**src/verilog/fpu_config.svh**
```systemverilog
`ifndef FPU_CONFIG_SVH
`define FPU_CONFIG_SVH

// Rounding mode codes as carried in the RISC-V frm field
`define FRM_RNE 3'b000  // Nearest with ties to even
`define FRM_RTZ 3'b001  // Toward zero
`define FRM_RDN 3'b010  // Toward minus infinity
`define FRM_RUP 3'b011  // Toward plus infinity
`define FRM_RMM 3'b100  // Nearest with ties away from zero
// Codes 5 to 7 are reserved and raise NV

// Binary32 field layout
`define FP_EXP_W 8             // Biased exponent width
`define FP_MAN_W 23            // Stored fraction width
`define FP_BIAS  127
`define FP_QNAN  32'h7fc0_0000 // Canonical quiet NaN

`endif

```
**src/verilog/fpu_pkg.sv**
```systemverilog
`default_nettype none

`include "fpu_config.svh"

package fpu_pkg;

  typedef logic [`FP_EXP_W+`FP_MAN_W:0]   fp32_t;   // Sign, exponent, fraction
  typedef logic [2:0]                     frm_t;
  typedef logic [4:0]                     fflags_t; // NV DZ OF UF NX from the top bit
  typedef logic [`FP_EXP_W:0]             exp9_t;   // Top bit flags exponent overflow
  typedef logic [`FP_MAN_W-1:0]           man23_t;
  typedef logic [2*(`FP_MAN_W+1)-1:0]     prod_t;   // Two 24-bit significands multiplied

  // Result chosen early for NaN, infinity and zero operands
  typedef struct packed {
    logic  bypass;
    fp32_t result;
    logic  invalid;   // Inf times zero or a signaling NaN
  } special_t;

  typedef struct packed {
    logic                         sign;
    logic signed [`FP_EXP_W+1:0]  exp_sum;  // ea + eb - bias, can go negative
    prod_t                        prod;
    special_t                     special;
    frm_t                         frm;
  } mul_stage_t;

  // Sign, exponent, mantissa, guard and sticky form the 35-bit rounder word
  typedef struct packed {
    logic     sign;
    exp9_t    exp;
    man23_t   man;
    logic     guard;
    logic     sticky;
    special_t special;
    frm_t     frm;
  } pre_round_t;

  typedef struct packed {
    fp32_t a;
    fp32_t b;
    frm_t  frm;
  } fmul_in_t;

  typedef struct packed {
    fp32_t   result;
    fflags_t fflags;
  } fmul_out_t;

endpackage

`default_nettype wire

```
**src/verilog/fmul_mantissa_stage.sv**
```systemverilog
`default_nettype none

`include "fpu_config.svh"

module fmul_mantissa_stage import fpu_pkg::*; (
  input  wire             clk,
  input  wire             rst_n,
  input  wire             valid_i,
  output logic            ready_o,
  input  wire fmul_in_t   in_i,
  output logic            valid_o,
  input  wire             ready_i,
  output mul_stage_t      mul_o
);

  // Operand fields
  logic                 a_sign;
  logic                 b_sign;
  logic [`FP_EXP_W-1:0] a_exp;
  logic [`FP_EXP_W-1:0] b_exp;
  man23_t               a_man;
  man23_t               b_man;

  // Operand classes
  logic a_zero;
  logic b_zero;
  logic a_inf;
  logic b_inf;
  logic a_nan;
  logic b_nan;
  logic a_snan;
  logic b_snan;

  logic       sign_d;
  special_t   spec_d;
  mul_stage_t mul_d;
  mul_stage_t mul_q;
  logic       valid_q;

  assign a_sign = in_i.a[`FP_EXP_W+`FP_MAN_W];
  assign b_sign = in_i.b[`FP_EXP_W+`FP_MAN_W];
  assign a_exp  = in_i.a[`FP_MAN_W +: `FP_EXP_W];
  assign b_exp  = in_i.b[`FP_MAN_W +: `FP_EXP_W];
  assign a_man  = in_i.a[`FP_MAN_W-1:0];
  assign b_man  = in_i.b[`FP_MAN_W-1:0];

  // Exponent 0 covers subnormals too, they flush to zero
  assign a_zero = (a_exp == '0);
  assign b_zero = (b_exp == '0);
  assign a_inf  = (&a_exp) && (a_man == '0);
  assign b_inf  = (&b_exp) && (b_man == '0);
  assign a_nan  = (&a_exp) && (a_man != '0);
  assign b_nan  = (&b_exp) && (b_man != '0);
  assign a_snan = a_nan && !a_man[`FP_MAN_W-1];  // Quiet bit clear
  assign b_snan = b_nan && !b_man[`FP_MAN_W-1];

  assign sign_d = a_sign ^ b_sign;

  // Special-case result, priority NaN then inf*0 then inf then zero
  always_comb begin
    spec_d        = '0;
    spec_d.bypass = a_nan | b_nan | a_inf | b_inf | a_zero | b_zero;
    if (a_nan || b_nan) begin
      spec_d.result  = `FP_QNAN;
      spec_d.invalid = a_snan | b_snan;   // Quiet NaN inputs raise nothing
    end else if ((a_inf && b_zero) || (b_inf && a_zero)) begin
      spec_d.result  = `FP_QNAN;
      spec_d.invalid = 1'b1;
    end else if (a_inf || b_inf) begin
      spec_d.result = {sign_d, {`FP_EXP_W{1'b1}}, {`FP_MAN_W{1'b0}}};
    end else begin
      spec_d.result = {sign_d, {(`FP_EXP_W+`FP_MAN_W){1'b0}}};  // Signed zero
    end
  end

  always_comb begin
    mul_d         = '0;
    mul_d.sign    = sign_d;
    // Biased sum keeps a single bias after subtraction
    mul_d.exp_sum = (`FP_EXP_W+2)'(a_exp) + (`FP_EXP_W+2)'(b_exp)
                  - (`FP_EXP_W+2)'(`FP_BIAS);
    mul_d.prod    = {1'b1, a_man} * {1'b1, b_man};  // Hidden bits restored
    mul_d.special = spec_d;
    mul_d.frm     = in_i.frm;
  end

  // Accept when empty or when downstream drains this cycle
  assign ready_o = !valid_q || ready_i;

  always_ff @(posedge clk or negedge rst_n) begin
    if (!rst_n) begin
      valid_q <= 1'b0;
      mul_q   <= '0;
    end else if (ready_o) begin
      valid_q <= valid_i;
      if (valid_i) begin
        mul_q <= mul_d;
      end
    end
  end

  assign valid_o = valid_q;
  assign mul_o   = mul_q;

  // Stalled data must hold until the normalize stage takes it
  a_hold_on_stall: assert property (@(posedge clk) disable iff (!rst_n)
    valid_o && !ready_i |=> valid_o && $stable(mul_o));

endmodule

`default_nettype wire

```
**src/verilog/fmul_normalize.sv**
```systemverilog
`default_nettype none

`include "fpu_config.svh"

module fmul_normalize import fpu_pkg::*; (
  input  wire              clk,
  input  wire              rst_n,
  input  wire              valid_i,
  output logic             ready_o,
  input  wire mul_stage_t  mul_i,
  output logic             valid_o,
  input  wire              ready_i,
  output pre_round_t       pre_o
);

  localparam int PROD_W  = $bits(prod_t);          // 48
  localparam int GRD_BIT = PROD_W - `FP_MAN_W - 2;  // Bit just below the kept fraction
  localparam int SH_MAX  = 26;                      // Anything further is all sticky

  prod_t                       norm_sig;  // Leading one sits at the top bit
  logic signed [`FP_EXP_W+1:0] norm_exp;
  logic [4:0]                  shamt;
  prod_t                       shifted;
  prod_t                       lost_mask;
  logic                        lost;
  pre_round_t                  pre_d;
  pre_round_t                  pre_q;
  logic                        valid_q;

  // Product of two [1,2) significands lies in [1,4)
  always_comb begin
    if (mul_i.prod[PROD_W-1]) begin
      norm_sig = mul_i.prod;
      norm_exp = mul_i.exp_sum + (`FP_EXP_W+2)'(1);  // Product in [2,4)
    end else begin
      norm_sig = mul_i.prod << 1;
      norm_exp = mul_i.exp_sum;
    end
  end

  // Tiny results need a right shift of 1 - exp to land in subnormal form
  always_comb begin
    if (norm_exp > 0) begin
      shamt = '0;                         // Normal so no denormalization
    end else if (norm_exp < -(SH_MAX - 1)) begin
      shamt = 5'(SH_MAX);                 // Saturate
    end else begin
      shamt = 5'(1 - norm_exp);
    end
  end

  assign shifted   = norm_sig >> shamt;
  assign lost_mask = ~({PROD_W{1'b1}} << shamt);  // Bits that fall off the bottom
  assign lost      = |(norm_sig & lost_mask);

  always_comb begin
    pre_d         = '0;
    pre_d.sign    = mul_i.sign;
    pre_d.exp     = (norm_exp > 0) ? exp9_t'(norm_exp) : '0;  // At most 382
    pre_d.man     = shifted[PROD_W-2 -: `FP_MAN_W];           // Hidden bit dropped
    pre_d.guard   = shifted[GRD_BIT];
    pre_d.sticky  = (|shifted[GRD_BIT-1:0]) | lost;
    pre_d.special = mul_i.special;
    pre_d.frm     = mul_i.frm;
  end

  assign ready_o = !valid_q || ready_i;

  always_ff @(posedge clk or negedge rst_n) begin
    if (!rst_n) begin
      valid_q <= 1'b0;
      pre_q   <= '0;
    end else if (ready_o) begin
      valid_q <= valid_i;
      if (valid_i) begin
        pre_q <= pre_d;
      end
    end
  end

  assign valid_o = valid_q;
  assign pre_o   = pre_q;

  // A negative biased sum can never come out with the overflow exponent bit
  a_no_of_from_neg: assert property (@(posedge clk) disable iff (!rst_n)
    valid_i && ready_o && (mul_i.exp_sum < 0) |=> valid_o && !pre_o.exp[`FP_EXP_W]);

endmodule

`default_nettype wire

```
**src/verilog/fp_round.sv**
```systemverilog
`default_nettype none

`include "fpu_config.svh"

module fp_round import fpu_pkg::*; (
  input  wire              clk,
  input  wire              rst_n,
  input  wire              valid_i,
  output logic             ready_o,
  input  wire pre_round_t  pre_i,
  output logic             valid_o,
  input  wire              ready_i,
  output fmul_out_t        out_o
);

  localparam exp9_t EXP_MAX = exp9_t'((1 << `FP_EXP_W) - 1);  // 255, all ones

  pre_round_t pre_q;
  logic       valid_q;

  // Truncated and incremented candidates
  logic                  nz;     // Low when the word is subnormal or zero
  logic [`FP_MAN_W+1:0]  m1t;    // Carry, hidden, fraction
  man23_t                m0;
  man23_t                m1;
  exp9_t                 e0;
  exp9_t                 e1;

  logic   last;
  logic   guard;
  logic   sticky;
  logic   inexact;
  logic   inc;
  exp9_t  post_e;
  man23_t post_m;

  logic mode_bad;
  logic nv;
  logic of;
  logic uf;
  logic nx;

  fmul_out_t out_d;

  // Input register loaded on handshake
  assign ready_o = !valid_q || ready_i;

  always_ff @(posedge clk or negedge rst_n) begin
    if (!rst_n) begin
      valid_q <= 1'b0;
      pre_q   <= '0;
    end else if (ready_o) begin
      valid_q <= valid_i;
      if (valid_i) begin
        pre_q <= pre_i;
      end
    end
  end

  assign nz  = |pre_q.exp;
  assign m0  = pre_q.man;
  assign e0  = pre_q.exp;
  assign m1t = {1'b0, nz, pre_q.man} + 1'b1;
  // Fraction wraps to zero on mantissa overflow and the exponent takes the carry
  assign m1  = m1t[`FP_MAN_W-1:0];
  assign e1  = pre_q.exp + exp9_t'(m1t[`FP_MAN_W+1] | (m1t[`FP_MAN_W] & ~nz));

  assign last    = pre_q.man[0];
  assign guard   = pre_q.guard;
  assign sticky  = pre_q.sticky;
  assign inexact = guard | sticky;

  always_comb begin
    case (pre_q.frm)
      `FRM_RNE: inc = guard & (last | sticky);  // Tie goes to even
      `FRM_RTZ: inc = 1'b0;
      `FRM_RDN: inc = pre_q.sign & inexact;     // Grow magnitude only when negative
      `FRM_RUP: inc = ~pre_q.sign & inexact;
      `FRM_RMM: inc = guard;
      default:  inc = 1'b0;                     // Reserved code with result replaced below
    endcase
  end

  assign post_e = inc ? e1 : e0;
  assign post_m = inc ? m1 : m0;

  // Flags
  assign mode_bad = (pre_q.frm > `FRM_RMM);
  assign nv       = mode_bad | pre_q.special.invalid;
  assign of       = (post_e >= EXP_MAX);
  assign nx       = inexact | of;
  assign uf       = (post_e == '0) & nx;         // Tiny and inexact

  always_comb begin
    out_d = '0;
    if (nv) begin
      out_d.result = `FP_QNAN;
      out_d.fflags = {nv, 4'b0000};
    end else if (pre_q.special.bypass) begin
      out_d.result = pre_q.special.result;       // Exact, no flags
    end else if (of) begin
      // Signed infinity in every mode
      out_d.result = {pre_q.sign, {`FP_EXP_W{1'b1}}, {`FP_MAN_W{1'b0}}};
      out_d.fflags = {1'b0, 1'b0, of, uf, nx};   // No divide in a multiplier
    end else begin
      out_d.result = {pre_q.sign, post_e[`FP_EXP_W-1:0], post_m};
      out_d.fflags = {1'b0, 1'b0, of, uf, nx};
    end
  end

  assign valid_o = valid_q;
  assign out_o   = out_d;

  // Overflow and underflow exclude each other on any delivered result
  a_of_uf_excl: assert property (@(posedge clk) disable iff (!rst_n)
    valid_o |-> !(out_o.fflags[2] && out_o.fflags[1]));

endmodule

`default_nettype wire

```
**src/verilog/fmul_top.sv**
```systemverilog
`default_nettype none

module fmul_top import fpu_pkg::*; (
  input  wire            clk,
  input  wire            rst_n,
  input  wire            in_valid_i,
  output logic           in_ready_o,
  input  wire fmul_in_t  in_i,
  output logic           out_valid_o,
  input  wire            out_ready_i,
  output fmul_out_t      out_o
);

  // Mantissa to normalize
  logic       mul_valid;
  logic       mul_ready;
  mul_stage_t mul_data;

  // Normalize to round
  logic       pre_valid;
  logic       pre_ready;
  pre_round_t pre_data;

  fmul_mantissa_stage fmul_mantissa_stage_inst (
    .clk     (clk),
    .rst_n   (rst_n),
    .valid_i (in_valid_i),
    .ready_o (in_ready_o),
    .in_i    (in_i),
    .valid_o (mul_valid),
    .ready_i (mul_ready),
    .mul_o   (mul_data)
  );

  fmul_normalize fmul_normalize_inst (
    .clk     (clk),
    .rst_n   (rst_n),
    .valid_i (mul_valid),
    .ready_o (mul_ready),
    .mul_i   (mul_data),
    .valid_o (pre_valid),
    .ready_i (pre_ready),
    .pre_o   (pre_data)
  );

  fp_round fp_round_inst (
    .clk     (clk),
    .rst_n   (rst_n),
    .valid_i (pre_valid),
    .ready_o (pre_ready),
    .pre_i   (pre_data),
    .valid_o (out_valid_o),   // Rounding is combinational after this register
    .ready_i (out_ready_i),
    .out_o   (out_o)
  );

endmodule

`default_nettype wire

```
**config.mk**
```make
export PLATFORM = sky130hd
export DESIGN_NAME = fmul_top
export DESIGN_NICKNAME = d
export VERILOG_FILES = /design/src/verilog/fpu_pkg.sv /design/src/verilog/fmul_mantissa_stage.sv /design/src/verilog/fmul_normalize.sv /design/src/verilog/fp_round.sv /design/src/verilog/fmul_top.sv
export VERILOG_INCLUDE_DIRS = /design/src /design/src/verilog
export SDC_FILE = /design/constraint.sdc
export NUM_CORES = 2
export LEC_CHECK = 0
export BUFFER_PORTS_ARGS = -buffer_cell sky130_fd_sc_hd__buf_2
export CELL_PAD_IN_SITES_DETAIL_PLACEMENT = 1
export CELL_PAD_IN_SITES_GLOBAL_PLACEMENT = 2
export CORE_ASPECT_RATIO = 1.75
export CORE_MARGIN = 2
export CORE_UTILIZATION = 41
export CTS_CLUSTER_SIZE = 25
export DETAILED_ROUTE_END_ITERATION = 12
export PLACE_DENSITY = 0.87
export SLEW_MARGIN = 20
export SYNTH_ARGS = -nofsm -noshare
export SYNTH_HDL_FRONTEND = slang
export SYNTH_SLANG_ARGS = --single-unit
```
**constraint.sdc**
```tcl
create_clock -name clk -period 4.4 [get_ports clk]
set_clock_uncertainty 0.05 [all_clocks]
set_input_delay 0.22 -clock clk [delete_from_list [all_inputs] [get_ports clk]]
set_output_delay 0.22 -clock clk [all_outputs]
set_load 0.03 [all_outputs]
```
## Word-level counts from Yosys, hierarchy flattened

Index checks and enable logic that the tools add are counted.

| storage, ports and cells | value |
|---|---|
| logic and storage cells | 117 |
| flip-flop bits (word level) | 243 |
| bits of input ports | 71 |
| output and inout bits | 39 |

| operators by class | value |
|---|---|
| reductions and logical operators | 35 |
| bitwise logic cells | 22 |
| multiply operators | 1 |
| eq/ne operators | 3 |
| muxes and demuxes | 16 |
| magnitude comparators | 4 |
| add/subtract/negate cells | 6 |
| shifts and indexed selects | 2 |

Operator list:

| operator | count |
|---|---|
| two-way mux 32 bit | 2 |
| AND 48 bit | 1 |
| multiplier 24 x 24 -> 48 bit | 1 |
| two-way mux 48 bit | 1 |
| NOT 48 bit | 1 |
| OR reduction 48 bit | 1 |
| left shift 48 x 5 -> 48 bit (first input constant) | 1 |
| >> shifter 48 x 5 -> 47 bit | 1 |
| logical NOT 23 bit | 2 |
| nonzero test 23 bit | 2 |
| two-way mux 37 bit | 1 |
| two-way mux 36 bit | 1 |
| two-way mux 33 bit | 1 |
| two-way mux 31 bit | 1 |
| adder 24 x 1 -> 25 bit (second input constant) | 1 |
| two-way mux 23 bit | 1 |
| OR reduction 23 bit | 1 |
| two-way mux 9 bit | 2 |
| logical NOT 8 bit | 2 |
| AND reduction 8 bit | 2 |
| two-way mux 5 bit | 3 |
| bitwise OR 1 bit | 11 |
| adder 10 x 2 -> 10 bit (second input constant) | 1 |
| greater-than comparator 10 x 1 -> 1 bit (second input constant) | 1 |
| 25 further kinds | 47 |

## Depth between registers and ports, before layout

| logic depth | value |
|---|---|
| word-level depth | 12 |
| mapped depth | 31 |
| mapped depth without buffers | 29 |

## Modules after synthesis

Synthesis repeated with hierarchy kept, for this count alone.

| second synthesis, totals | value |
|---|---|
| cells, all modules | 3715 |
| area, all modules | 32418.6 um^2 |

Modules (own cells, without submodules):

| module | cells each | area each (um^2) | times used | seq. area each (um^2) |
|---|---|---|---|---|
| fmul_mantissa_stage | 2475 | 21972.3 | 1 | 1701.6 |
| fmul_normalize | 851 | 6292.3 | 1 | 1826.8 |
| fp_round | 389 | 4154.0 | 1 | 1826.8 |

## Least setup slack after synthesis

No wires, ideal clock.

| path | value |
|---|---|
| kind | in2reg |
| start | input port in_i[15] in the netlist's numbering |
| end | register fmul_mantissa_stage_inst.mul_q, in the netlist fmul_mantissa_stage_inst.mul_o[77] |
| stages | 31 |
| library setup time | 0.134 ns |
| required time | 4.216 ns |
| arrival | 6.912 ns |
| path buffers | 2 |
| setup slack | -2.695 ns |
| cell sequence | clkbuf_1 -> inv_1 -> nor2_1 -> fa_1 -> inv_1 -> fa_1 -> inv_1 -> fa_1 -> inv_1 -> fa_1 -> inv_1 -> fa_1 -> fa_1 -> inv_1 -> fa_1 -> inv_1 -> ha_1 -> clkbuf_1 -> o21ai_0 -> a21oi_1 -> o41ai_1 -> o31ai_1 -> a211o_1 -> nand2_1 -> o21ai_0 -> a211o_1 -> a21oi_1 -> o21bai_1 -> a21oi_1 -> xor2_1 -> o21ai_0 |

| between the ends | value |
|---|---|
| cells in the longest elaborated chain, start to end | 1 |

RTL lines:

| element | RTL line | source |
|---|---|---|
| start, declared | fmul_top.sv:8 | `input wire fmul_in_t in_i,` |
| multiplier 24 x 24 -> 48 bit | fmul_mantissa_stage.sv:82 | `mul_d.prod = {1'b1, a_man} * {1'b1, b_man};` |
| end signal, assigned | fmul_mantissa_stage.sv:97 | `mul_q <= mul_d;` |
| end, declared | fmul_mantissa_stage.sv:37 | `mul_stage_t mul_q;` |

No other way between the ends.
A chain may end at the register's enable or synchronous reset.

## Worst setup path after layout

| path | value |
|---|---|
| start | input port in_i[45] in the netlist's numbering |
| end | register fmul_mantissa_stage_inst.mul_q, in the netlist fmul_mantissa_stage_inst.mul_o[77] |

The elaborated chain is that of the path after synthesis.

==> results.toml <==
[global_routing]
grt_max_degree = 157
grt_pass1_wl_um = 168400
grt_usage = 0.2900
grt_pass1_vias = 30720
antenna_found_initial = 0
grt_overflow = 0

[timing]
period_share = 1.459
worst_slack_ns = -2.019
tightest_slew_ns = 1.044
relSlewSlack = 0.3040
timing.hold.ws_ns = 0.1142
slew_violations = 0
fmax_mhz = 155.8
finalCriticalPeriod_ns = 6.419
setup_viol = 37
hold_viol_final = 0
rsz0062_at_grt = "yes"

[cts]
path_clk_slew_ns = 0.06
cts.sink_count = 156
cts_tree = "built"
cts_root_buffer = "clkbuf_16"
cts-buffers-inserted = 25
clk_path_buf_depth = 3
htreeDepth = 4
clkLatencyLatePin_ns = 0.50

[synth]
synth_cell_types = 86
syn-num-nets = 4249
ys_ff_latch = 156
netlist_area_um2 = 29920
ys_warn_count = 0
synth_top_area_frac = 0.3232
synth_edf_count = 0
synthArstFlopShare = 1.000
ys.flop_type = "dfrtp_1"
syn_area_per_cell_um2 = 8.528
synth_seq_area_share = 0.1305
post_synth_main_area_contributors = "fa_1, dfrtp_1, ha_1"
yosysTopAreaCell = "fa_1"
synthCells = 3508

[detailed_routing]
wl_um = 112900
first_pass_iters = 5
route.met2.wl_um = 62300
wl_per_cell_um = 22.80
route.top_layer_used = "met4"
drtAntennaViolNets = 0
drc = 0
viasPerCell = 5.522
route.vias.total = 27330
drt-initial-drc-count = 1075
dr_wl_met3_um = 2925
met1_length_um = 38110

[die]
fp.coreArea_um2 = 72610
ios = 110
die_w_um = 208.2
dieArea_um2 = 75230
die_y_um = 361.3
initial_core_util = 0.4120
rows = 131

[cells_and_area]
stdcell_count = 4949
final_core_util = 0.5251
nets = 4754
area_growth_pct = 27.44
final_common_cell = "inv_1"
mostFrequentLayoutCells = "inv_1, nand2_1, buf_4, fa_1, and2_1"
antennaDiodeCount = 0
drive_gt1_frac = 0.2661

[critical_path]
end_kind = "flip-flop"
critical_path_arrival_ns = 6.73
cpPeakStageDelay_ns = 0.54
crit_top_cell = "fa_1"
start_kind = "primary input"
crit_slowest_cell = "fa_1"
crit_required_ns = 4.71
path_class = "in -> reg"
worstPathMaxFanout = 7

[flow_run]
drv_cap = 0

[worst_hold_path]
hp-class = "in -> reg"

[placement]
gp_congestion = 0.9653
hpwl_um = 91180
place_inst = 4839
portBuffers = 108

[outcome]
status = "finished, violations left"
violations = "negative setup slack"
-- flip-flops by register name, summed over array words and instances (netlist names) --
| name | flops |
|---|---|
| fmul_mantissa_stage_inst.mul_o | 67 |
| fmul_mantissa_stage_inst.valid_o | 1 |
| fmul_normalize_inst.pre_o | 43 |
| fmul_normalize_inst.valid_o | 1 |
| fp_round_inst.e0 | 9 |
| fp_round_inst.guard | 1 |
| fp_round_inst.m0 | 23 |
| fp_round_inst.pre_q | 9 |
| fp_round_inst.sticky | 1 |
| fp_round_inst.valid_o | 1 |
-- kinds of logic (layout without fill, tap and decap cells) --
logic type,Yosys count,count (layout),share of synthesized area
AND/OR/NAND/NOR,1182,1182,0.1909
flip-flops,156,156,0.1305
buffers and inverters,795,1305,0.1012
XOR/XNOR,96,96,0.02810
adder cells (fa/ha/maj),671,671,0.4017
other,1,1,0.0001253
multiplexers,87,87,0.03224
AO/OA/AOI/OAI,520,520,0.1152
-- cell type report --
class / instances / area [um2]
Multi-Input combinational cell: 2557 / 24410
Tap cell: 931 / 1165
Fill cell: 8477 / 34480
Inverter: 608 / 2310
Clock buffer: 26 / 639.4
Sequential cell: 156 / 3908
Timing Repair Buffer: 665 / 5632
Clock inverter: 6 / 61.31
-- repair_timing --
action,CTS,global route
hold buffers,8,0
endpoints found under the hold margin,162,0
pin swaps,111,115
gates cloned,1,4
resized for setup,186,251
buffers inserted,30,40
endpoints found under the setup margin,43,65
-- critical path: cells and delay by family --
family                   cells  cell delay (ns)
AO/OA/AOI/OAI               11             1.88
adder cells (fa/ha/maj)      8             3.51
AND/OR/NAND/NOR              2             0.26
XOR/XNOR                     1             0.15
buffers and inverters        8             0.70
-- Yosys cell counts (7+ instances only) --
cell / number
nor2b_1: 14
a211oi_1: 22
or2_2: 7
clkbuf_1: 156
o211ai_1: 17
a21boi_0: 8
a21o_1: 41
mux2i_1: 30
a221oi_1: 8
nor4_1: 36
o21bai_1: 10
nand3_1: 56
nand2_1: 498
a31oi_1: 15
dfrtp_1: 156
o21a_1: 7
a22o_1: 12
o32ai_1: 11
o21ai_0: 125
a22oi_1: 8
or3_1: 11
o31ai_1: 27
inv_1: 603
and2_1: 254
mux2_2: 55
a21oi_1: 114
o22ai_1: 10
a211o_1: 12
xnor2_1: 51
buf_2: 19
fa_1: 483
ha_1: 187
xor2_1: 45
nand2b_1: 14
and3_1: 16
nor3_1: 58
nand4_1: 32
nor2_1: 156
-- worst paths after layout --
kind	endpoint	slack (ns)	cells past startpoint	start
min in group asynchronous	fmul_normalize_inst.valid_o	0.33	3	rst_n
max in group asynchronous	fmul_mantissa_stage_inst.mul_o[84]	3.13	3	rst_n
hold reg to reg	fmul_normalize_inst.pre_o[71]	0.41	2	fmul_mantissa_stage_inst.mul_o[95]
setup / recovery	fmul_mantissa_stage_inst.mul_o[77]	-2.02	30	in_i[45]
setup reg to reg	fmul_normalize_inst.pre_o[37]	0.05	18	fmul_mantissa_stage_inst.mul_o[85]
hold / removal	fmul_mantissa_stage_inst.mul_o[85]	0.11	3	in_i[58]
-- per-layer routing --
layer	vias to the layer above	global-route usage
li1	12200	-
met1	14010	0.2779
met2	712	0.5771
met3	403	0.02448
met4	0	0.1990
met5	-	0
-- through the flow --
step | cell area (um2) | TNS, ns | setup slack (ns)
floorplan | 30600 | -52.30 | -2.110
global placement | 35110 | -79.63 | -2.651
detailed placement | 35110 | -85.61 | -2.847
CTS | 36760 | -55.92 | -1.975
global route | 38130 | -64.26 | -2.178
finish | 38130 | -59.00 | -2.019
Power is left out: the tool's default activity adds up to more than one toggle a clock period on the data nets, which glitch-free logic cannot reach.
